===== src/hdl/aes_params.svh =====
`ifndef AES_PARAMS_SVH
`define AES_PARAMS_SVH

// ------------------------------
// AES-256 sizes

// state, key and text block width
`define AES_BLOCK_BITS 128

// one state byte
`define AES_BYTE_BITS 8

// full rounds after the initial key add
`define AES_NUM_ROUNDS 14

// round keys held by the core, index 0 to 14
`define AES_NUM_ROUND_KEYS 15

`endif

===== src/hdl/aes_ctrl_pkg.sv =====
package aes_ctrl_pkg;

    // core sequencing, one block at a time
    typedef enum logic [2:0] {
        LOAD_KEYS,
        LOAD_IV,
        WAIT_BLOCK,
        KEY_ADD,
        ROUNDS,
        DELIVER
    } dec_state_t;

    // input receiver
    typedef enum logic [1:0] {RX_IDLE, RX_HELD, RX_ACKED} rx_state_t;

    // plaintext sender
    typedef enum logic [1:0] {TX_IDLE, TX_REQ, TX_WAIT_DROP} tx_state_t;

endpackage


===== src/hdl/aes_data_pkg.sv =====
`include "aes_params.svh"

package aes_data_pkg;

    typedef logic [`AES_BLOCK_BITS-1:0] aes_block_t;
    typedef logic [`AES_BYTE_BITS-1:0]  aes_byte_t;
    typedef logic [3:0]                 round_idx_t;

    // ------------------------------
    // inverse s-box, entry 0 in the top byte
    localparam aes_byte_t [0:255] INV_SBOX = {
        128'h52096ad53036a538bf40a39e81f3d7fb,
        128'h7ce339829b2fff87348e4344c4dee9cb,
        128'h547b9432a6c2233dee4c950b42fac34e,
        128'h082ea16628d924b2765ba2496d8bd125,
        128'h72f8f66486689816d4a45ccc5d65b692,
        128'h6c704850fdedb9da5e154657a78d9d84,
        128'h90d8ab008cbcd30af7e45805b8b34506,
        128'hd02c1e8fca3f0f02c1afbd0301138a6b,
        128'h3a9111414f67dcea97f2cfcef0b4e673,
        128'h96ac7422e7ad3585e2f937e81c75df6e,
        128'h47f11a711d29c5896fb7620eaa18be1b,
        128'hfc563e4bc6d279209adbc0fe78cd5af4,
        128'h1fdda8338807c731b11210592780ec5f,
        128'h60517fa919b54a0d2de57a9f93c99cef,
        128'ha0e03b4dae2af5b0c8ebbb3c83539961,
        128'h172b047eba77d626e169146355210c7d
    };

    function automatic aes_byte_t inv_sbox(input aes_byte_t b);
        return INV_SBOX[b];
    endfunction

    // ------------------------------
    // GF(2^8) helpers, polynomial x^8 + x^4 + x^3 + x + 1

    // multiply by x
    function automatic aes_byte_t xtime(input aes_byte_t b);
        return {b[6:0], 1'b0} ^ (b[7] ? 8'h1b : 8'h00);
    endfunction

    function automatic aes_byte_t gmul9(input aes_byte_t b);
        aes_byte_t x8;
        x8 = xtime(xtime(xtime(b)));
        return x8 ^ b;
    endfunction

    function automatic aes_byte_t gmul11(input aes_byte_t b);
        aes_byte_t x2;
        aes_byte_t x8;
        x2 = xtime(b);
        x8 = xtime(xtime(x2));
        return x8 ^ x2 ^ b;
    endfunction

    function automatic aes_byte_t gmul13(input aes_byte_t b);
        aes_byte_t x4;
        aes_byte_t x8;
        x4 = xtime(xtime(b));
        x8 = xtime(x4);
        return x8 ^ x4 ^ b;
    endfunction

    function automatic aes_byte_t gmul14(input aes_byte_t b);
        aes_byte_t x2;
        aes_byte_t x4;
        aes_byte_t x8;
        x2 = xtime(b);
        x4 = xtime(x2);
        x8 = xtime(x4);
        return x8 ^ x4 ^ x2;
    endfunction

endpackage


===== src/hdl/aes_load_port.sv =====
module aes_load_port (
    input  logic                     clk,
    input  logic                     resetn,
    input  logic                     in_req_i,
    input  aes_data_pkg::aes_block_t in_data_i,
    output logic                     in_ack_o,
    output logic                     word_valid_o,
    output aes_data_pkg::aes_block_t word_o,
    input  logic                     word_take_i
);
    import aes_ctrl_pkg::*;

    rx_state_t rx_state;

    // ------------------------------
    // four-phase receiver
    always_ff @(posedge clk or negedge resetn) begin
        if (!resetn) begin
            rx_state <= RX_IDLE;
        end else begin
            case (rx_state)
                RX_IDLE: begin
                    // ack is low here, so a high req is always a fresh word
                    if (in_req_i) begin
                        rx_state <= RX_HELD;
                    end
                end
                RX_HELD: begin
                    // hold until the core consumes it
                    if (word_take_i) begin
                        rx_state <= RX_ACKED;
                    end
                end
                RX_ACKED: begin
                    if (!in_req_i) begin
                        rx_state <= RX_IDLE;
                    end
                end
                default: begin
                    rx_state <= RX_IDLE;
                end
            endcase
        end
    end

    // one-word buffer
    always_ff @(posedge clk) begin
        if (rx_state == RX_IDLE && in_req_i) begin
            word_o <= in_data_i;
        end
    end

    assign word_valid_o = (rx_state == RX_HELD);
    assign in_ack_o     = (rx_state == RX_ACKED);

    // host must still be requesting when we acknowledge
    a_ack_needs_req: assert property (
        @(posedge clk) disable iff (!resetn) $rose(in_ack_o) |-> in_req_i
    );

endmodule


===== config.mk =====
export PLATFORM = sky130hd
export DESIGN_NAME = aes_load_port
export DESIGN_NICKNAME = d
export VERILOG_FILES = /design/src/hdl/aes_ctrl_pkg.sv /design/src/hdl/aes_data_pkg.sv /design/src/hdl/aes_load_port.sv
export VERILOG_INCLUDE_DIRS = /design/src /design/src/hdl
export SDC_FILE = /design/constraint.sdc
export NUM_CORES = 1
export LEC_CHECK = 0
export ABC_CLOCK_PERIOD_IN_PS = 17200
export CAP_MARGIN = 10
export CORE_AREA = 2 2 100 102
export DETAILED_ROUTE_END_ITERATION = 8
export DIE_AREA = 0 0 102 104
export DONT_BUFFER_PORTS = 1
export PLACE_DENSITY = 0.68
export SYNTH_ARGS = -nofsm -noshare
export SYNTH_HDL_FRONTEND = slang
export SYNTH_SLANG_ARGS = --single-unit

===== constraint.sdc =====
create_clock -name clk -period 17.2 [get_ports clk]
set_clock_uncertainty 0.2 [all_clocks]
set_input_delay 2.58 -clock clk [delete_from_list [all_inputs] [get_ports clk]]
set_output_delay 2.58 -clock clk [all_outputs]
set_load 0.01 [all_outputs]

---- Word level (Yosys, flattened, before mapping) ----
Cells that the tools add are included.
operators by class
  eq/ne operators ......................... 5
  mux-type cells .......................... 4
  reduce and logical (&&, ||, !) cells .... 3
operators by type and width
  operator            number
  $mux 2              3
  $pmux 2 s3          1
  $ne 2x2->1 const B  2
  $reduce_and 3->1    1
  $eq 2x1->1 const B  1
  $eq 2x2->1 const B  1
  $logic_not 2->1     1
  $ne 2x1->1 const B  1
  $logic_and 1x1->1   1
word-level totals
  bits in registers ....................... 130
  output and inout port bits .............. 130
  word-level logic and storage cells ...... 14

---- Logic depth before layout (Yosys ltp) ----
Gate-level depths: netlist of the first run.
  depth in word-level cells ............... 3
  gate-level depth with buffers ........... 2

---- Worst setup path before layout of the first run ----
No wires, ideal clock.
  kind .................................... input -> register
  start ................................... input in_req_i
  end ..................................... register word_o[0] (enable)
  data arrival time ....................... 7.997 ns
  data required time ...................... 16.383 ns
  slack ................................... 8.386 ns
  cell stages on the path ................. 2
  path buffers ............................ 0
  cell sequence ........................... nand2b_1 > nor2_1
on the way
  longest elaborated chain between the ends .. 1
RTL lines
  item                    line                 text
  start: declaration      aes_load_port.sv:4   input logic in_req_i,
  $logic_and 1x1->1       aes_load_port.sv:48  if (rx_state == RX_IDLE && in_req_i) begin
  end signal: assignment  aes_load_port.sv:49  word_o <= in_data_i;
  end: declaration        aes_load_port.sv:8   output aes_data_pkg::aes_block_t word_o,
Every way passes these cells.
A chain may end at the register's enable or synchronous reset.

---- Worst setup path in the final report of the first run ----
  start ................................... input in_req_i
  end ..................................... register word_o[96] (enable)
The elaborated chain is that of the path after synthesis.

==> results.sh, run 1 <==
export IMPL_rrSetupSlack_ns=14.50
export IMPL_die_w_um=102
export IMPL_holdCritPathClass="register to register"
export IMPL_cp_arrival_ns=4.17
export IMPL_wl_um=7749
export IMPL_slew_violations=0
export IMPL_hp_start="rx_state[1]"
export IMPL_start_kind="input port"
export IMPL_num_rows=36
export IMPL_io_pins=262
export IMPL_overflow=0
export IMPL_syn_to_final_growth_pct=20.55
export IMPL_min_to="rx_state[0]"
export IMPL_syn_area_per_cell_um2=28.59
export IMPL_critPathCaptureType="register"
export IMPL_path_delay_family="buffers and inverters"
export IMPL_clockBufferDepth=2
export IMPL_clk_latency_ns=0.50
export IMPL_maxCapViolCount=0
export IMPL_fp_dieH_um=104
export IMPL_outcome="complete, no violations"
export IMPL_port_buffers=0
export IMPL_path_cells="nand2b_1 > nor2_4 > buf_4 > buf_4"
export IMPL_n_antenna_cell=0
export IMPL_viasPerCell=4.895
export IMPL_grt_antenna_before_repair=0
export IMPL_clk_pin_slew_ns=0.06
export IMPL_firstDrtPassIters=4
export IMPL_regToRegEndpoint="word_o[96]"
export IMPL_syn_inst=138
export IMPL_ys_seq_elements=130
export IMPL_fin_crit_sh_pct=24.67
export IMPL_drt_initial_drc_count=73
export IMPL_finalSetupTns_ns=0
export IMPL_path_common_cell="buf_4"
export IMPL_yosysWarnings=0
export IMPL_worstHoldPathCells=1
export IMPL_n_fill_cell=801
export IMPL_finalInstanceArea_mm2=0.004756
export IMPL_power_leakage_nw=1.551
export IMPL_postRouteAntennaNets=0
export IMPL_synth_cell_types=9
export IMPL_grt_setup_unrepaired="false"
export IMPL_clock_sinks=130
export IMPL_cts_resized=0
export IMPL_dpl_cell_area_mm2=0.004134
export IMPL_cts_tree="built"
export IMPL_slowest_delay_ns=0.76
export IMPL_period_needed_ns=4.243
export IMPL_drc=0
export IMPL_drive_gt1_share_pct=19.19
export IMPL_nNetsFinal=291
export IMPL_core_mm2=0.009549
export IMPL_holdBufCountCts=0
export IMPL_yosysSeqAreaShare_pct=98.70
export IMPL_slowest_stage="buf_4"
export IMPL_post_route_util_pct=49.80
export IMPL_total_power_uw=924.1
export IMPL_ir_drop_v=0.0001248
export IMPL_worstReg2RegStart="rx_state[0]"
export IMPL_gp_congestion=0.7938
export IMPL_cts_buffers=17
export IMPL_grt_max_degree=70
export IMPL_worst_pin_slew_ns=0.8151
export IMPL_cts_root_buf="clkbuf_8"
export IMPL_die_area_mm2=0.01061
export IMPL_num_vias=1493
export IMPL_power_density_mw_per_mm2=194.3
export IMPL_fmax_ghz=0.2357
export IMPL_ctsHtreeMaxLevel=4
export IMPL_crit_required_ns=17.13
export IMPL_path_max_fanout=69
export IMPL_cp_num_buf_inv=2
export IMPL_wl_per_cell_um=25.41
export IMPL_criticalPathCategory="input port to register"
export IMPL_syn_nets=270
export IMPL_netlist_area_mm2=0.003945
export IMPL_grt_util_all_layers_pct=14.71
export IMPL_hold_viol=0
export IMPL_start_util_pct=41.31
export IMPL_hpwl_um=5732
export IMPL_setup_violations=0
export IMPL_grt_pass1_wl_um=10540
export IMPL_first_global_vias=1630
export IMPL_reg2reg_depth=4
export IMPL_cts_setup_buffers=0
export IMPL_relSlewSlack_pct=45.66
[state kept, by name, summed over array words and instances, names as in the netlist]
signal    flops
word_o      128
rx_state      2
[worst max path at each step]
stage                         from  slack (ns)  cells after the start     endpoint
after global placement    in_req_i       12.55                      4  word_o[122]
final                     in_req_i       12.96                      4   word_o[96]
after detailed placement  in_req_i       12.42                      4   word_o[93]
after floorplan           in_req_i        8.39                      2    word_o[0]
after CTS                 in_req_i       12.96                      4  word_o[122]
after global routing      in_req_i       12.80                      4   word_o[17]
[power by group]
group / leakage (nW) / total (mW) / switching (mW) / internal [mW]
registers: 1.23 / 0.510 / 0.0642 / 0.446
clock network: 0.292 / 0.366 / 0.119 / 0.247
logic: 0.0303 / 0.0480 / 0.0421 / 0.00594
total: 1.55 / 0.924 / 0.225 / 0.699
[routing by layer]
metal | GRT usage [%] | part of all wire, % | vias to the layer above
li1 | - | - | 601
met2 | 24.58 | 53 | 170
met4 | 8.190 | 2.2 | 0
met3 | 11.83 | 15 | 13
met5 | 0 | 0 | -
met1 | 11.50 | 29 | 709
[synth_stat cells]
master,n,area (um^2)
o2bb2ai_1,1,8.760
or2b_1,1,7.510
dfrtp_1,2,50.05
nor2b_2,1,8.760
inv_1,1,3.750
a21oi_2,1,8.760
nor2_1,2,7.510
nand2b_1,1,6.260
edfxtp_1,128,3844
[cell usage in the layout (no fill, tap or decap), types with 2 or more instances in the layout]
cell type / instances
dfrtp_1: 2
clkinvlp_4: 3
clkbuf_16: 16
bufinv_16: 4
clkbuf_8: 4
clkbuf_1: 4
edfxtp_1: 128
buf_4: 2
[cell type report]
type,instances,area (um^2),area share (%)
clock inverter,8,151.4,3.183
inverter,1,3.754,0.07893
sequential,130,3894,81.87
clock buffer,24,470.5,9.892
timing repair buffer,2,15.01,0.3157
tap,133,166.4,3.499
multi-input combinational,7,55.05,1.158
[stage by stage]
step | instances | hold slack, ns | worst slack (ns)
after floorplan | 138 | 0.2579 | 8.386
after global placement | 273 | 0.3141 | 12.55
after detailed placement | 273 | 0.3276 | 12.42
after CTS | 305 | 0.3336 | 12.96
after global routing | 305 | 0.3597 | 12.80
final | 305 | 0.3294 | 12.96
[cell families after synthesis]
logic type	share of synthesized area, %
AND/OR/NAND/NOR	0.7615
flip-flops	98.70
AO/OA/AOI/OAI	0.4441
buffers and inverters	0.09506
No activity file was read; power rests on OpenSTA's default activity.
==> run 2: changes to the inputs <==
- ABC_CLOCK_PERIOD_IN_PS: 17200 -> 4000
- clock period: 17.2 -> 4 ns (I/O delays scaled with it)
==> run 2 against run 1 <==
  * Area after synthesis unchanged
  * The run now fails in 4_1_cts
  * Synthesized cell count unchanged
==> results.sh, run 2 <==
export IMPL_outcome="did not finish"
export IMPL_failed_stage="4_1_cts"
export IMPL_error_line="[ERROR RSZ-0060] Max buffer count reached."
export IMPL_yosysWarnings=0
export IMPL_netlist_area_mm2=0.003945
export IMPL_start_util_pct=41.31
export IMPL_port_buffers=0
export IMPL_ys_async_sr_fraction_pct=1.538
export IMPL_syn_inst=138
export IMPL_num_rows=36
export IMPL_clock_sinks=130
export IMPL_cts_buffers=17
export IMPL_synthFlopType="edfxtp_1"
export IMPL_io_pins=262
export IMPL_ys_seq_elements=130
export IMPL_syn_nets=270
export IMPL_holdBufCountCts=101
export IMPL_hpwl_um=5663
export IMPL_fp_dieH_um=104
export IMPL_cts_resized=0
export IMPL_place_inst=272
export IMPL_cts_root_buf="clkbuf_8"
export IMPL_yosys_area_top_type="edfxtp_1"
export IMPL_synth_edf_count=128
export IMPL_synth_top_family_by_area="simple AND/OR/NAND/NOR gates"
export IMPL_synth_mux_area_share_pct=0
export IMPL_gp_congestion=0.7208
export IMPL_synth_most_common_cell="edfxtp_1"
export IMPL_cts_setup_buffers=0
export IMPL_synth_commonest_cells="edfxtp_1, dfrtp_1, nor2_1"
export IMPL_syn_area_per_cell_um2=28.59
export IMPL_synth_cell_types=9
export IMPL_clockBufferDepth=2
export IMPL_pre_cts_slack_ns=2.017
export IMPL_synth_area_top_cells="edfxtp_1, dfrtp_1, a21oi_2, nor2b_2, o2bb2ai_1"
export IMPL_post_synth_fa_ha_maj_area_fraction_pct=0
export IMPL_synth_top_area_share_pct=97.43
export IMPL_die_w_um=102
export IMPL_dpl_cell_area_mm2=0.004139
export IMPL_synth_xor_area_share_pct=0
export IMPL_yosys_area_share_simple_pct=0.7612
export IMPL_synth_compound_area_share_pct=0.4440
export IMPL_yosysSeqAreaShare_pct=98.70
export IMPL_ctsHtreeMaxLevel=4
run 2: logic make-up after synthesis:
logic type | after synthesis
AND/OR/NAND/NOR | 5
AO/OA/AOI/OAI | 2
flip-flops | 130
buffers and inverters | 1
run 2: through the flow:
| stage | hold slack (ns) | utilization (%) |
|---|---|---|
| floorplan | 0.1044 | - |
| global placement | 0.1045 | 43.34 |
| detailed placement | 0.1045 | 43.34 |
==> run 3: changes to the inputs <==
- CORE_AREA: 2 2 100 102 -> default
- CORE_MARGIN: default -> 1
- CORE_UTILIZATION: default -> 40
- DIE_AREA: 0 0 102 104 -> default
- PLACE_DENSITY: 0.68 -> default
- PLACE_DENSITY_LB_ADDON: default -> 0.15
==> run 3 against run 2 <==
  * The run again fails in 4_1_cts
  * Synthesized cell count stayed put
  * Area after synthesis unchanged
==> results.sh, run 3 <==
export IMPL_port_buffers=0
export IMPL_synth_most_common_cell="edfxtp_1"
export IMPL_start_util_pct=41.90
export IMPL_yosys_area_top_type="edfxtp_1"
export IMPL_yosysWarnings=0
export IMPL_outcome="did not finish"
export IMPL_gp_congestion=0.7587
export IMPL_synthFlopType="edfxtp_1"
export IMPL_syn_area_per_cell_um2=28.59
export IMPL_hpwl_um=5328
export IMPL_synth_edf_count=128
export IMPL_cts_resized=0
export IMPL_die_w_um=101.3
export IMPL_syn_nets=270
export IMPL_ctsHtreeMaxLevel=4
export IMPL_ys_seq_elements=130
export IMPL_cts_buffers=17
export IMPL_clock_sinks=130
export IMPL_cts_setup_buffers=0
export IMPL_synth_commonest_cells="edfxtp_1, dfrtp_1, nor2_1"
export IMPL_fp_dieH_um=101.3
export IMPL_synth_area_top_cells="edfxtp_1, dfrtp_1, a21oi_2, nor2b_2, o2bb2ai_1"
export IMPL_yosysSeqAreaShare_pct=98.70
export IMPL_synth_top_area_share_pct=97.43
export IMPL_failed_stage="4_1_cts"
export IMPL_ys_async_sr_fraction_pct=1.538
export IMPL_io_pins=262
export IMPL_num_rows=35
export IMPL_cts_root_buf="clkbuf_8"
export IMPL_error_line="[ERROR RSZ-0060] Max buffer count reached."
export IMPL_synth_cell_types=9
export IMPL_pre_cts_slack_ns=2.038
export IMPL_netlist_area_mm2=0.003945
export IMPL_holdBufCountCts=101
export IMPL_syn_inst=138
export IMPL_clockBufferDepth=2
==> run 3: per-stage QoR <==
stage / instance area, um^2 / hold slack [ns] / std cells
floorplan: 3953 / 0.1044 / 138
global placement: 4134 / 0.1046 / 268
detailed placement: 4134 / 0.1046 / 268
==> run 3: cell families after synthesis <==
family / after synthesis / synth area share (%)
flops: 130 / 98.70
simple gates: 5 / 0.7615
compound gates: 2 / 0.4441
buf+inv: 1 / 0.09506
