$ cat config.mk
export PLATFORM = sky130hd
export DESIGN_NAME = aes_plain_port
export DESIGN_NICKNAME = d
export VERILOG_FILES = /design/src/hdl/aes_ctrl_pkg.sv /design/src/hdl/aes_data_pkg.sv /design/src/hdl/aes_plain_port.sv
export VERILOG_INCLUDE_DIRS = /design/src /design/src/hdl
export SDC_FILE = /design/constraint.sdc
export NUM_CORES = 1
export LEC_CHECK = 0
export ABC_AREA = 1
export BUFFER_PORTS_ARGS = -buffer_cell sky130_fd_sc_hd__buf_2
export CAP_MARGIN = 40
export CELL_PAD_IN_SITES_DETAIL_PLACEMENT = 1
export CELL_PAD_IN_SITES_GLOBAL_PLACEMENT = 2
export CORE_ASPECT_RATIO = 1.5
export CORE_MARGIN = 2
export CORE_UTILIZATION = 25
export CTS_CLUSTER_DIAMETER = 60
export DETAILED_ROUTE_END_ITERATION = 8
export PLACE_DENSITY_LB_ADDON = 0.1
export SETUP_SLACK_MARGIN = 0.1
export SYNTH_ARGS = -nofsm -noshare
export SYNTH_HDL_FRONTEND = slang
export SYNTH_SLANG_ARGS = --single-unit
$ cat constraint.sdc
create_clock -name clk -period 1.4 [get_ports clk]
set_input_delay 0.14 -clock clk [delete_from_list [all_inputs] [get_ports clk]]
set_output_delay 0.14 -clock clk [all_outputs]
set_load 0.05 [all_outputs]
$ cat src/hdl/aes_params.svh
`ifndef AES_PARAMS_SVH
`define AES_PARAMS_SVH

// ------------------------------
// AES-256 sizes

// state, key and text block width
`define AES_BLOCK_BITS 128

// one state byte
`define AES_BYTE_BITS 8

// full rounds after the initial key add
`define AES_NUM_ROUNDS 14

// round keys held by the core, index 0 to 14
`define AES_NUM_ROUND_KEYS 15

`endif
$ cat src/hdl/aes_ctrl_pkg.sv
package aes_ctrl_pkg;

    // core sequencing, one block at a time
    typedef enum logic [2:0] {
        LOAD_KEYS,
        LOAD_IV,
        WAIT_BLOCK,
        KEY_ADD,
        ROUNDS,
        DELIVER
    } dec_state_t;

    // input receiver
    typedef enum logic [1:0] {RX_IDLE, RX_HELD, RX_ACKED} rx_state_t;

    // plaintext sender
    typedef enum logic [1:0] {TX_IDLE, TX_REQ, TX_WAIT_DROP} tx_state_t;

endpackage

$ cat src/hdl/aes_data_pkg.sv
`include "aes_params.svh"

package aes_data_pkg;

    typedef logic [`AES_BLOCK_BITS-1:0] aes_block_t;
    typedef logic [`AES_BYTE_BITS-1:0]  aes_byte_t;
    typedef logic [3:0]                 round_idx_t;

    // ------------------------------
    // inverse s-box, entry 0 in the top byte
    localparam aes_byte_t [0:255] INV_SBOX = {
        128'h52096ad53036a538bf40a39e81f3d7fb,
        128'h7ce339829b2fff87348e4344c4dee9cb,
        128'h547b9432a6c2233dee4c950b42fac34e,
        128'h082ea16628d924b2765ba2496d8bd125,
        128'h72f8f66486689816d4a45ccc5d65b692,
        128'h6c704850fdedb9da5e154657a78d9d84,
        128'h90d8ab008cbcd30af7e45805b8b34506,
        128'hd02c1e8fca3f0f02c1afbd0301138a6b,
        128'h3a9111414f67dcea97f2cfcef0b4e673,
        128'h96ac7422e7ad3585e2f937e81c75df6e,
        128'h47f11a711d29c5896fb7620eaa18be1b,
        128'hfc563e4bc6d279209adbc0fe78cd5af4,
        128'h1fdda8338807c731b11210592780ec5f,
        128'h60517fa919b54a0d2de57a9f93c99cef,
        128'ha0e03b4dae2af5b0c8ebbb3c83539961,
        128'h172b047eba77d626e169146355210c7d
    };

    function automatic aes_byte_t inv_sbox(input aes_byte_t b);
        return INV_SBOX[b];
    endfunction

    // ------------------------------
    // GF(2^8) helpers, polynomial x^8 + x^4 + x^3 + x + 1

    // multiply by x
    function automatic aes_byte_t xtime(input aes_byte_t b);
        return {b[6:0], 1'b0} ^ (b[7] ? 8'h1b : 8'h00);
    endfunction

    function automatic aes_byte_t gmul9(input aes_byte_t b);
        aes_byte_t x8;
        x8 = xtime(xtime(xtime(b)));
        return x8 ^ b;
    endfunction

    function automatic aes_byte_t gmul11(input aes_byte_t b);
        aes_byte_t x2;
        aes_byte_t x8;
        x2 = xtime(b);
        x8 = xtime(xtime(x2));
        return x8 ^ x2 ^ b;
    endfunction

    function automatic aes_byte_t gmul13(input aes_byte_t b);
        aes_byte_t x4;
        aes_byte_t x8;
        x4 = xtime(xtime(b));
        x8 = xtime(x4);
        return x8 ^ x4 ^ b;
    endfunction

    function automatic aes_byte_t gmul14(input aes_byte_t b);
        aes_byte_t x2;
        aes_byte_t x4;
        aes_byte_t x8;
        x2 = xtime(b);
        x4 = xtime(x2);
        x8 = xtime(x4);
        return x8 ^ x4 ^ x2;
    endfunction

endpackage

$ cat src/hdl/aes_plain_port.sv
module aes_plain_port (
    input  logic                     clk,
    input  logic                     resetn,
    input  logic                     plain_valid_i,
    input  aes_data_pkg::aes_block_t plain_i,
    output logic                     busy_o,
    output logic                     out_req_o,
    output aes_data_pkg::aes_block_t out_data_o,
    input  logic                     out_ack_i
);
    import aes_ctrl_pkg::*;

    tx_state_t tx_state;

    // ------------------------------
    // four-phase sender
    always_ff @(posedge clk or negedge resetn) begin
        if (!resetn) begin
            tx_state   <= TX_IDLE;
            out_data_o <= '0;
        end else begin
            case (tx_state)
                TX_IDLE: begin
                    if (plain_valid_i) begin
                        out_data_o <= plain_i;
                        tx_state   <= TX_REQ;
                    end
                end
                TX_REQ: begin
                    if (out_ack_i) begin
                        tx_state <= TX_WAIT_DROP;
                    end
                end
                TX_WAIT_DROP: begin
                    // free again only once the host has released ack
                    if (!out_ack_i) begin
                        tx_state <= TX_IDLE;
                    end
                end
                default: begin
                    tx_state <= TX_IDLE;
                end
            endcase
        end
    end

    assign out_req_o = (tx_state == TX_REQ);
    assign busy_o    = (tx_state != TX_IDLE);

    a_data_stable: assert property (
        @(posedge clk) disable iff (!resetn) out_req_o |=> !out_req_o || $stable(out_data_o)
    );

endmodule

Yosys cells after proc, flatten, opt, wreduce, memory -nomap -nowiden --
Cells that the tools add are included.
Word-level totals: register bits after elaboration 130, bits in latches 0, memory bits (writable) 0, ROM bits 0, bits of input ports 132, output and inout port bits 130, word-level logic and storage cells 15, memories 0
Operators by class: add/subtract/negate cells 0, $mul 0, div/mod/pow operators 0, order comparisons 0, equal/unequal tests 5, shift operators 0, mux-type cells 4, bitwise logic cells 0, reductions and logical operators 4
Operators by type and width (count):
- $mux 2 | 3
- $pmux 2 s3 | 1
- $ne 2x2->1 const B | 2
- $reduce_and 3->1 | 1
- $eq 2x1->1 const B | 1
- $eq 2x2->1 const B | 1
- $logic_not 2->1 | 1
- $ne 2x1->1 const B | 1
- $reduce_and 2->1 | 1
- $reduce_bool 2->1 | 1

Longest topological paths before layout --
Gate-level depths: netlist of the first run.
depth in word-level cells 3, gate-level depth with buffers 6, gate-level depth less buffers 4

Least setup slack after synthesis of the first run --
OpenSTA, ideal clock, no wires.
kind reg-to-reg, start reg tx_state[1], end reg tx_state[0], setup time 0.068 ns, arrival time 1.252 ns, data required time 1.332 ns, slack 0.080 ns, stages on the path, launching flop included 4, buffers on the path 0, period minus slack after synthesis 1.320 ns, cell sequence dfrtp_1 nor2_1 nand2_1 nand2_1
Between the ends: word-level cells in the longest chain between the ends 3, elaborated cells between the ends (all ways) 8, classes of those cells eq/ne (5); mux (1); reduce/logical (2)
Ends and longest elaborated chain:
- start: declaration | RTL line aes_plain_port.sv:13 | tx_state_t tx_state;
- start signal: assignment | RTL line aes_plain_port.sv:19 | tx_state <= TX_IDLE;
- start signal: assignment | RTL line aes_plain_port.sv:26 | tx_state <= TX_REQ;
- start signal: assignment | RTL line aes_plain_port.sv:31 | tx_state <= TX_WAIT_DROP;
- $eq 2x1->1 *
- net out_req_o | RTL line aes_plain_port.sv:7 | output logic out_req_o,
- $ne 2x1->1 (no line)
- $reduce_and 3->1 (no line)
Mark *: on every way through the listed nets, which the timed path passes. The rest lies on a longest branch. A chain may end at the register's enable or synchronous reset.

Final worst setup path of the first run --
start reg tx_state[1], end out busy_o
Between the ends: word-level cells in the longest chain between the ends 1
Ends and longest elaborated chain:
- $reduce_bool 2->1 | RTL line aes_plain_port.sv:48 | assign busy_o = (tx_state != TX_IDLE);
- end: declaration | RTL line aes_plain_port.sv:6 | output logic busy_o,
Every way passes these cells.

==> key figures, run 1 <==
Global route
  • GRT Overall Usage: 18.1%
  • Overflow after GRT: 0
  • Pin count of the biggest net entering global routing: 62
  • First-pass GRT wire length: just over 30,000 um
  • Initial antenna violation count: 0
  • Vias in the first global route: around 6.0k

Final layout
  • Post-Layout Cell Count: ~1.2k
  • Antenna fix cells: 0
  • Layout cells sized above 1: approximately 32%
  • Register Area: 3250 sq um
  • Post-layout nets: between 1k and 1.5k
  • Syn-to-layout area delta: 68.6%
  • Area of the multi-input gates: 1660 sq um
  • # fillers: approximately 2.4k

Die
  • Core Box Area: 20,400 sq um
  • Die Y: ~180 um
  • Die width: approximately 120 um
  • Initial core utilization: between 20% and 30%
  • Io pins: 262
  • Die footprint: about 22,000 sq um
  • Rows: 64

Synth
  • Seq cells post-synth: 130
  • Post-synth top area share: 62.4%
  • Yosys Warn Count: 0
  • Synth top area cells: dfrtp_1, nand2_1, nand3_1
  • Fraction of registers with async set/reset: 100%
  • Syn_nets: 699
  • Average cell area after synthesis: a little over 9 sq um
  • Netlist cell types: 9
  • Mapped Area: 5220 sq um
  • Cells after Synth: 567
  • Top-count cell post-synth: nand2_1
  • Largest area contributor in the netlist: dfrtp_1
  • Post-synth EDFFs: 0
  • Main synth FF type: dfrtp_1
  • Seq/Total Area, Yosys: between 60 and 70%
  • Synth cell count leaders: nand2_1, dfrtp_1, nand3_1, buf_2, buf_4

Critical path
  • Critical-path top delay cell: dfrtp_2
  • Crit Path Max Fanout: 3
  • Worst-path cell chain: nor2_4, buf_12, inv_4, buf_12
  • Worst setup EP type: output pin
  • Bufs and invs on worst path: 3
  • Crit path arrival time: between 1 and 1.5 ns
  • Crit path top cell by count: buf_12
  • CP startpoint kind: register
  • CP top delay family: flip-flops
  • WS Path Type: reg2out
  • Worst path max stage delay: between 0.4 and 0.5 ns
  • Data required, critical path: 1.26 ns

Placement
  • Hpwl dp: approximately 13,000 um
  • # placed instances: about 1.1k
  • RD Place Congestion: 0.721
  • Dpl ws: 0.125 ns
  • IO Port Bufs: 261

Power
  • Peak supply drop: ~1200 uV
  • Pleak: around 4.8 nW
  • Total power: roughly 24 mW
  • PD cells: approximately 2700 nW/um^2

STA
  • Final max-slew violation count: 0
  • PnR worst setup slack: -0.0223 ns
  • Slew HR: ~74%
  • Fin Hold WS: between 0.2 and 0.25 ns
  • Clock Skew: 0.00663 ns
  • Fin Setup TNS: -0.0252 ns
  • RSZ-0062 raised after global routing: yes
  • Max Freq: about 700 MHz
  • Final period utilization: 102%
  • Post-route minimum period: around 1.4 ns
  • Slew @ Worst Pin: around 0.4 ns
  • Endpoints failing hold: 0
  • Endpoints failing setup: 2

Routing
  • Detailed-route via count: roughly 5.5k
  • Detailed-router iteration count before antenna repair: 4
  • Drt drc: 0
  • Initial DRC Count: 154
  • Via density: about 4.4
  • Drt wl/cell: about 16 um
  • Number of routed nets with antenna violations: 0
  • Total wire length: just under 20,000 um

Clock network
  • CTS H-tree lvls: 4
  • CTS tree: done
  • CTS sink cnt: 130
  • Num CTS Buffers: 17
  • Root Driver: clkbuf_16
  • Clk Latency, worst-skew pair: 0.42 ns
  • Reg clk slew, reported paths: about 0.06 ns
  • Maximum buffer depth of the clock tree: 2

Run status
  • Failing checks: setup timing
  • Status: finished, violations left

Min path
  • Worst min-delay path category: in2async

Run
  • Max-Cap Viols: 0
-- what timing repair did --
item | in CTS | in global routing
setup buffers | 3 | 0
hold buffers | 130 | 0
setup endpoints to repair | 2 | 131
pin swaps | 2 | 1
gates resized for setup | 9 | 2
endpoints found under the hold margin | 224 | 0
-- report_power, final --
group / internal [mW] / switching, mW / leakage, nW
combinational: 2.91 / 9.73 / 2.90
sequential: 5.55 / 0.952 / 1.60
clock: 3.06 / 1.65 / 0.304
total: 11.5 / 12.3 / 4.81
-- final timing paths --
path                                       from               to  slack, ns  cells past startpoint
max in group asynchronous                resetn      tx_state[1]       0.64                      3
worst min-delay path                     resetn  out_data_o[117]       0.20                      2
worst min register to register  out_data_o[103]  out_data_o[103]       0.46                      2
min in group clk                  plain_valid_i  out_data_o[113]       0.26                      4
worst max register to register      tx_state[1]   out_data_o[53]          0                      6
worst max-delay path                tx_state[1]           busy_o      -0.02                      4
-- metrics by stage --
| stage | utilization [%] | instance area [sq um] |
|---|---|---|
| final | 43.1 | 8790 |
| after global routing | 43.1 | 8790 |
| after CTS | 43.0 | 8790 |
| after detailed placement | 33.3 | 6810 |
| after global placement | 33.3 | 6810 |
| after floorplan | - | 5220 |
-- flip-flops by register name (all words and copies together), names as in the netlist --
register	count
tx_state	2
out_data_o	128
-- logic make-up after synthesis --
logic type | after synthesis | share of synthesized area [%]
AND/OR/NAND/NOR | 392 | 31.3
flip-flops | 130 | 62.4
buffers and inverters | 45 | 6.31
-- metal layers --
layer	global-route usage, %	vias up	wire, um
li1	-	2584	-
met1	20.3	2691	7690
met3	5.78	26	1300
met5	0	-	0
met2	31.8	166	9940
met4	6.57	0	395
-- worst register-to-register path: stages, from the launching register on --
cell,delay [ns]
dfrtp_2,0.43
nor2_4,0.15
buf_12,0.11
buf_4,0.15
buf_12,0.24
nand3_1,0.15
nand2_1,0.10
-- final cells by class --
class	count	share of cell area, %
Sequential cell	130	37.0
Multi-Input combinational cell	392	18.9
Tap cell	264	3.76
Clock inverter	10	1.78
Timing Repair Buffer	409	33.2
Inverter	3	0.156
Clock buffer	22	5.28
-- placed cells by master (no fill, tap or decap) --
cell type      Yosys  final
buf_12             0     11
buf_16             0      1
buf_2             17    257
buf_4             13      8
buf_6             12      2
bufinv_16          0      4
clkbuf_1           0      3
clkbuf_16          0     17
clkbuf_8           0      2
clkinv_2           0      4
clkinv_4           0      1
clkinvlp_4         0      1
dfrtp_1          130    129
dfrtp_2            0      1
dlygate4sd3_1      0    130
inv_1              3      2
inv_4              0      1
nand2_1          261    260
nand2_8            0      1
nand3_1          128    128
nor2_1             2      1
nor2_2             1      1
nor2_4             0      1
(Power assumes the default switching activity.)
==> run 2: changes to the inputs <==
--- a/config.mk
+++ b/config.mk
@@ -16,7 +16,7 @@
 export CORE_UTILIZATION = 25
 export CTS_CLUSTER_DIAMETER = 60
 export DETAILED_ROUTE_END_ITERATION = 8
-export PLACE_DENSITY_LB_ADDON = 0.1
+export PLACE_DENSITY = 0.85
 export SETUP_SLACK_MARGIN = 0.1
 export SYNTH_ARGS = -nofsm -noshare
 export SYNTH_HDL_FRONTEND = slang
==> run 2 against run 1 <==
  * The run now ends clean
  * Critical path depth is 2 higher
  * Cell count is 2.4% higher
  * Clock skew is 0.0025 ns higher
  * Flip-flop and latch count stayed put
  * Global-route usage is 0.59 points higher
  * Utilization is 4.3 points higher
  * Non-clock buffer count is 24 higher
  * First-iteration DRC count is 28% higher
  * Largest cell class is now buffers
  * Highest routed layer unchanged
==> key figures, run 2 (synthesized netlist as in run 1, its figures left out) <==
Power
  • Pleak: 5.18 nW (+7.7%)
  • Reg power frac: 25.3% (-2.0 points)
  • Switching power: 13.7 mW (+11%)
  • Switching Share: 51.6% (-0.11 points)
  • P_int: 12.9 mW (+12%)
  • Peak supply drop: 1270 uV (+3.9%)
  • Gate power share: 57.8% (+4.8 points)
  • PD cells: 2750 nW/um^2 (+1.4%)
  • Clock share of power: 16.8% (-3.0 points)

Die
  • Die width: 122 um (unchanged)
  • Io pins: 262 (unchanged)
  • Die Y: 181 um (unchanged)
  • Initial core utilization: 25.5% (unchanged)
  • Core Box Area: 20,400 sq um (unchanged)
  • Die footprint: 22,100 sq um (unchanged)
  • Rows: 64 (unchanged)

Global route
  • Overflow after GRT: 0 (unchanged)
  • Initial antenna violation count: 4 (+4)
  • Pin count of the biggest net entering global routing: 71 (+15%)
  • GRT Overall Usage: 18.7% (+0.59 points)
  • Vias in the first global route: 6,010 (-0.20%)
  • First-pass GRT wire length: 32,000 um (+2.5%)

Routing
  • Detailed-route via count: 5,910 (+8.1%)
  • Initial DRC Count: 197 (+28%)
  • Total wire length: 24,600 um (+27%)
  • Number of routed nets with antenna violations: 0 (unchanged)
  • Drt drc: 0 (unchanged)
  • Drt wl/cell: 19.5 um (+24%)
  • Via density: 4.69 (+5.6%)
  • Detailed-router iteration count before antenna repair: 4 (unchanged)

STA
  • Final period utilization: 99.4% (-2.2 points)
  • Slew HR: 72.9% (-0.79 points)
  • Final max-slew violation count: 0 (unchanged)
  • Slew @ Worst Pin: 0.406 ns (+0.0118 ns)
  • Endpoints failing hold: 0 (unchanged)
  • RSZ-0062 raised after global routing: yes
  • Clock Skew: 0.00912 ns (+0.00249 ns)
  • Endpoints failing setup: 0 (-2)
  • Post-route minimum period: 1.39 ns (-0.0313 ns)
  • Max Freq: 719 MHz (+2.3%)

Placement
  • Post-DP Area: 6730 sq um (-1.2%)
  • IO Port Bufs: 261 (unchanged)
  • RD Place Congestion: 0.779 (+8.1%)
  • Hpwl dp: 12,100 um (-4.2%)

Critical path
  • Crit path arrival time: 1.68 ns (+0.40 ns)
  • R2R depth: 6 (unchanged)
  • CP startpoint kind: register
  • Critical R2R Launch: tx_state[0]
  • WS Path Type: reg2reg
  • RR Endpoint: out_data_o[119]
  • Data required, critical path: 1.69 ns (+0.43 ns)
  • Crit Path Max Fanout: 17 (+14)
  • Register-to-register setup slack: 0.009 ns (about the same)
  • Worst setup EP type: register

Final layout
  • Most flops, register: out_data_o
  • Post-layout nets: 1,111 (+2.4%)
  • # fillers: 2,305 (-4.9%)
  • Area of the multi-input gates: 2010 sq um (+21%)
  • Syn-to-layout area delta: 85.5%
  • Max FFs per register: 128 (unchanged)
  • Register Area: 3250 sq um (unchanged)
  • Layout cells sized above 1: 40.8% (+8.4 points)
  • Most common cell after layout, fill and taps aside: buf_2
  • Largest regs: out_data_o x128, tx_state x2
  • Cell area after layout: 9680 sq um (+10%)
  • Layout Utilization: 47.4% (+4.3 points)
  • Commonest cells after routing, fill and taps aside: buf_2, nand2_1, dlygate4sd3_1

Run
  • Max-Cap Viols: 0 (unchanged)

Clock network
  • CTS sink cnt: 130 (unchanged)
  • CTS tree: done
  • Reg clk slew, reported paths: 0.06 ns (about the same)
  • Maximum buffer depth of the clock tree: 2 (unchanged)
  • Root Driver: clkbuf_16
  • Num CTS Buffers: 17 (unchanged)
  • CTS H-tree lvls: 4 (unchanged)
  • Clk Latency, worst-skew pair: 0.41 ns (about the same)

Run status
  • Status: finished, final reports clean

Min path
  • Worst min-delay path category: in2async
[run 2: cell types whose count changed in the layout (fill, tap and decap cells not counted), moves of 6 or more]
| cell | change |
|---|---|
| buf_8 | +7 |
| clkbuf_16 | +15 |
| diode_2 | +6 |
| nand2_1 | -54 |
| nand2_2 | +31 |
| nand2_4 | +24 |
| nand3_1 | -11 |
| nand3_2 | +10 |
[run 2: worst max path at each step]
stage / slack [ns] / start / cells after the start / to
global route: -0.06 / tx_state[0] / 6 / out_data_o[119]
global placement: 0.11 / tx_state[0] / 5 / out_data_o[52]
detailed placement: 0.07 / tx_state[0] / 5 / out_data_o[51]
CTS: 0.03 / tx_state[0] / 3 / out_req_o
floorplan: 0.23 / tx_state[0] / 5 / tx_state[1]
finish: 0.009 / tx_state[0] / 6 / out_data_o[119]
[run 2: timing repair]
| item | in CTS | in global routing |
|---|---|---|
| hold buffers | 130 | 0 |
| endpoints found under the setup margin | 42 | 130 |
| pin swaps | 2 | 29 |
| resized for setup | 14 | 113 |
| hold endpoints to repair | 240 | 0 |
| cloned | 0 | 25 |
| setup buffers | 2 | 6 |
[run 2: critical path: stages (launching register included)]
cell and delay [ns]:
dfrtp_1 0.43, nor2_4 0.17, buf_12 0.19, nand2_8 0.11, clkbuf_16 0.21, nand2_1 0.07, nand2_1 0.07
[run 2: area by class of cell]
class / instances / share of cell area (%)
inverters: 3 / 0.116
flip-flops and latches: 130 / 33.6
well taps: 264 / 3.41
clock buffers: 24 / 5.29
multi-input cells: 394 / 20.7
clock inverters: 5 / 0.776
diodes: 6 / 0.155
repair buffers: 433 / 35.9
[run 2: through the flow]
step,std cells,power [mW],hold slack [ns],setup slack [ns],setup TNS (ns)
3_3_place_gp,1061,18.5,0.0668,0.106,0
6_report,1259,26.6,0.188,0.00897,0
4_1_cts,1222,23.7,0.184,0.0297,0
5_1_grt,1257,27.9,0.210,-0.0552,-0.885
3_5_place_dp,1061,18.7,0.0662,0.0717,0
2_1_floorplan,567,15.6,-0.156,0.234,0
[run 2: metal layers]
layer / global-route usage (%) / vias to the layer above / part of all wire, %
met5: 0 / - / 0
met4: 11.5 / 0 / 4.7
met3: 4.23 / 75 / 4.2
met2: 32.9 / 221 / 53
met1: 20.0 / 2956 / 38
li1: - / 2658 / -
[run 2: power by group through the flow]
stage               logic (mW)  registers [mW]  clock network, mW
detailed placement        12.2            6.49                  0
CTS                       12.6            6.47               4.59
global placement          12.1            6.45                  0
global route              16.1            6.96               4.76
finish                    15.4            6.75               4.48
floorplan                 2.85            12.7                  0
==> run 3: changes to the inputs <==
--- a/config.mk
+++ b/config.mk
@@ -14,6 +14,7 @@
 export CORE_ASPECT_RATIO = 1.5
 export CORE_MARGIN = 2
 export CORE_UTILIZATION = 25
+export CTS_BUF_LIST = sky130_fd_sc_hd__clkbuf_16
 export CTS_CLUSTER_DIAMETER = 60
 export DETAILED_ROUTE_END_ITERATION = 8
 export PLACE_DENSITY = 0.85
==> run 3 against run 2 <==
  * Design area shrank 8.6%
  * Sequential share of layout area grew 3.2 points
  * Critical path depth decreased by 3
  * Routed wire length shrank 11%
  * Die area is the same
  * Fmax grew 2.4%
  * Clock power decreased by 8.0%
  * Via count is 4.0% lower
  * Sequential power decreased by 3.6%
  * Critical endpoint is now busy_o
==> key figures, run 3 (synthesized netlist as in run 1, its figures left out) <==
Run status
  • Status: finished, final reports clean

Power
  • Pleak: 4.84 nW (-6.6%)
  • Peak supply drop: 1260 uV (-0.67%)
  • PD cells: 2700 nW/um^2 (-1.7%)
  • Total power: 23.9 mW (-10%)

STA
  • RSZ-0062 raised after global routing: yes
  • Clock Skew: 0.00992 ns (+0.000805 ns)
  • Endpoints failing setup: 0 (unchanged)
  • Final max-slew violation count: 0 (unchanged)
  • Endpoints failing hold: 0 (unchanged)
  • Slew @ Worst Pin: 0.370 ns (-0.0360 ns)
  • Fin Hold WS: 0.190 ns (+0.00179 ns)
  • Final period utilization: 97.1% (-2.3 points)
  • Slew HR: 75.3% (+2.4 points)
  • PnR worst setup slack: 0.0412 ns (+0.0322 ns)
  • Post-route minimum period: 1.36 ns (-0.0322 ns)
  • Max Freq: 736 MHz (+2.4%)

Critical path
  • Data required, critical path: 1.26 ns (-0.43 ns)
  • Crit path arrival time: 1.22 ns (-0.46 ns)
  • CP startpoint kind: register
  • Critical-path top delay cell: dfrtp_1
  • Crit Path Max Fanout: 3 (-14)
  • Critical R2R Launch: tx_state[0]
  • RR Endpoint: out_data_o[55]
  • Worst-path cell chain: nor2_4, inv_2, buf_8
  • WS Path Type: reg2out
  • Worst path max stage delay: 0.42 ns (about the same)
  • R2R depth: 6 (unchanged)
  • Register-to-register setup slack: 0.05 ns (+0.04 ns)
  • Worst setup EP type: output pin

Final layout
  • Syn-to-layout area delta: 69.6%
  • Post-layout nets: 1,089 (-2.0%)
  • Post-Layout Cell Count: 1,236 (-1.8%)
  • Layout cells sized above 1: 32.2% (-8.7 points)
  • Max FFs per register: 128 (unchanged)
  • Most flops, register: out_data_o
  • Cell area after layout: 8850 sq um (-8.6%)
  • Largest regs: out_data_o x128, tx_state x2
  • Commonest cells after routing, fill and taps aside: nand2_1, buf_2, dlygate4sd3_1
  • Most common cell after layout, fill and taps aside: nand2_1

Clock network
  • Root Driver: clkbuf_16
  • Maximum buffer depth of the clock tree: 2 (unchanged)
  • CTS sink cnt: 130 (unchanged)
  • Clk Latency, worst-skew pair: 0.42 ns (about the same)
  • CTS tree: done
  • CTS H-tree lvls: 4 (unchanged)
  • Reg clk slew, reported paths: 0.06 ns (about the same)
  • Num CTS Buffers: 17 (unchanged)

Run
  • Max-Cap Viols: 0 (unchanged)

Die
  • Initial core utilization: 25.5% (unchanged)
  • Core Box Area: 20,400 sq um (unchanged)
  • Die width: 122 um (unchanged)
  • Rows: 64 (unchanged)
  • Die footprint: 22,100 sq um (unchanged)
  • Io pins: 262 (unchanged)
  • Die Y: 181 um (unchanged)

Global route
  • First-pass GRT wire length: 31,800 um (-0.41%)
  • Vias in the first global route: 6,042 (+0.53%)
  • Initial antenna violation count: 5 (+1)
  • GRT Overall Usage: 18.7% (-0.045 points)
  • Pin count of the biggest net entering global routing: 71 (unchanged)
  • Overflow after GRT: 0 (unchanged)

Placement
  • # placed instances: 1,061 (unchanged)
  • RD Place Congestion: 0.779 (unchanged)
  • Post-DP Area: 6730 sq um (unchanged)
  • Dpl ws: 0.0717 ns (unchanged)
  • Hpwl dp: 12,100 um (unchanged)
  • IO Port Bufs: 261 (unchanged)

Routing
  • Highest routed layer: met4
  • WL met1: 8200 um (-12%)
  • Routed wl met3: 974 um (-6.1%)
  • Drt wl/cell: 17.6 um (-9.7%)
  • Via density: 4.59 (-2.3%)
  • Detailed-router iteration count before antenna repair: 4 (unchanged)
  • Metal2 WL: 11,400 um (-13%)
  • Initial DRC Count: 204 (+3.6%)
  • Total wire length: 21,800 um (-11%)
  • Detailed-route via count: 5,671 (-4.0%)
  • Drt drc: 0 (unchanged)
  • Number of routed nets with antenna violations: 0 (unchanged)

Min path
  • Worst min-delay path category: in2async
[run 3: worst max-delay path by stage]
stage | startpoint | to | depth (start not counted)
floorplan | tx_state[0] | tx_state[1] | 5
global placement | tx_state[0] | out_data_o[52] | 5
detailed placement | tx_state[0] | out_data_o[51] | 5
CTS | tx_state[0] | out_req_o | 3
global route | tx_state[0] | out_data_o[56] | 6
finish | tx_state[0] | busy_o | 3
[run 3: critical path, delay by kind of cell (launching register included)]
kind	cells	cell delay, ns
DFF	1	0.42
buffers and inverters	2	0.22
and+or+nand+nor	1	0.16
[run 3: timing repair]
action / CTS / global route
gates resized for setup: 14 / 7
cloned: 0 / 8
buffers inserted: 2 / 1
hold endpoints to repair: 240 / 0
setup endpoints to repair: 43 / 130
pin swaps: 2 / 1
hold buffers: 130 / 0
[run 3: routing by layer]
layer,vias to the layer above,track usage (%)
met4,0,11.7
li1,2595,-
met2,213,32.3
met5,-,0
met1,2798,20.2
met3,65,4.36
[run 3: report_power, final]
group	internal (mW)	switching (mW)
Combinational	3.15	10.1
Sequential	5.55	0.953
Clock	2.53	1.59
[run 3: layout make-up]
type | count | area, sq um
sequential | 130 | 3250
antenna | 5 | 12.5
clock inverter | 12 | 101
inverter | 3 | 11.3
clock buffer | 17 | 425
tap | 264 | 330
fill | 2397 | 11600
timing repair buffer | 412 | 3040
multi-input combinational | 393 | 1670
[run 3: metrics by stage]
stage	util, %	setup TNS (ns)
6_report	43.3	0
5_1_grt	43.3	-0.145
4_1_cts	42.2	0
3_5_place_dp	33.0	0
3_3_place_gp	33.0	0
2_1_floorplan	-	0
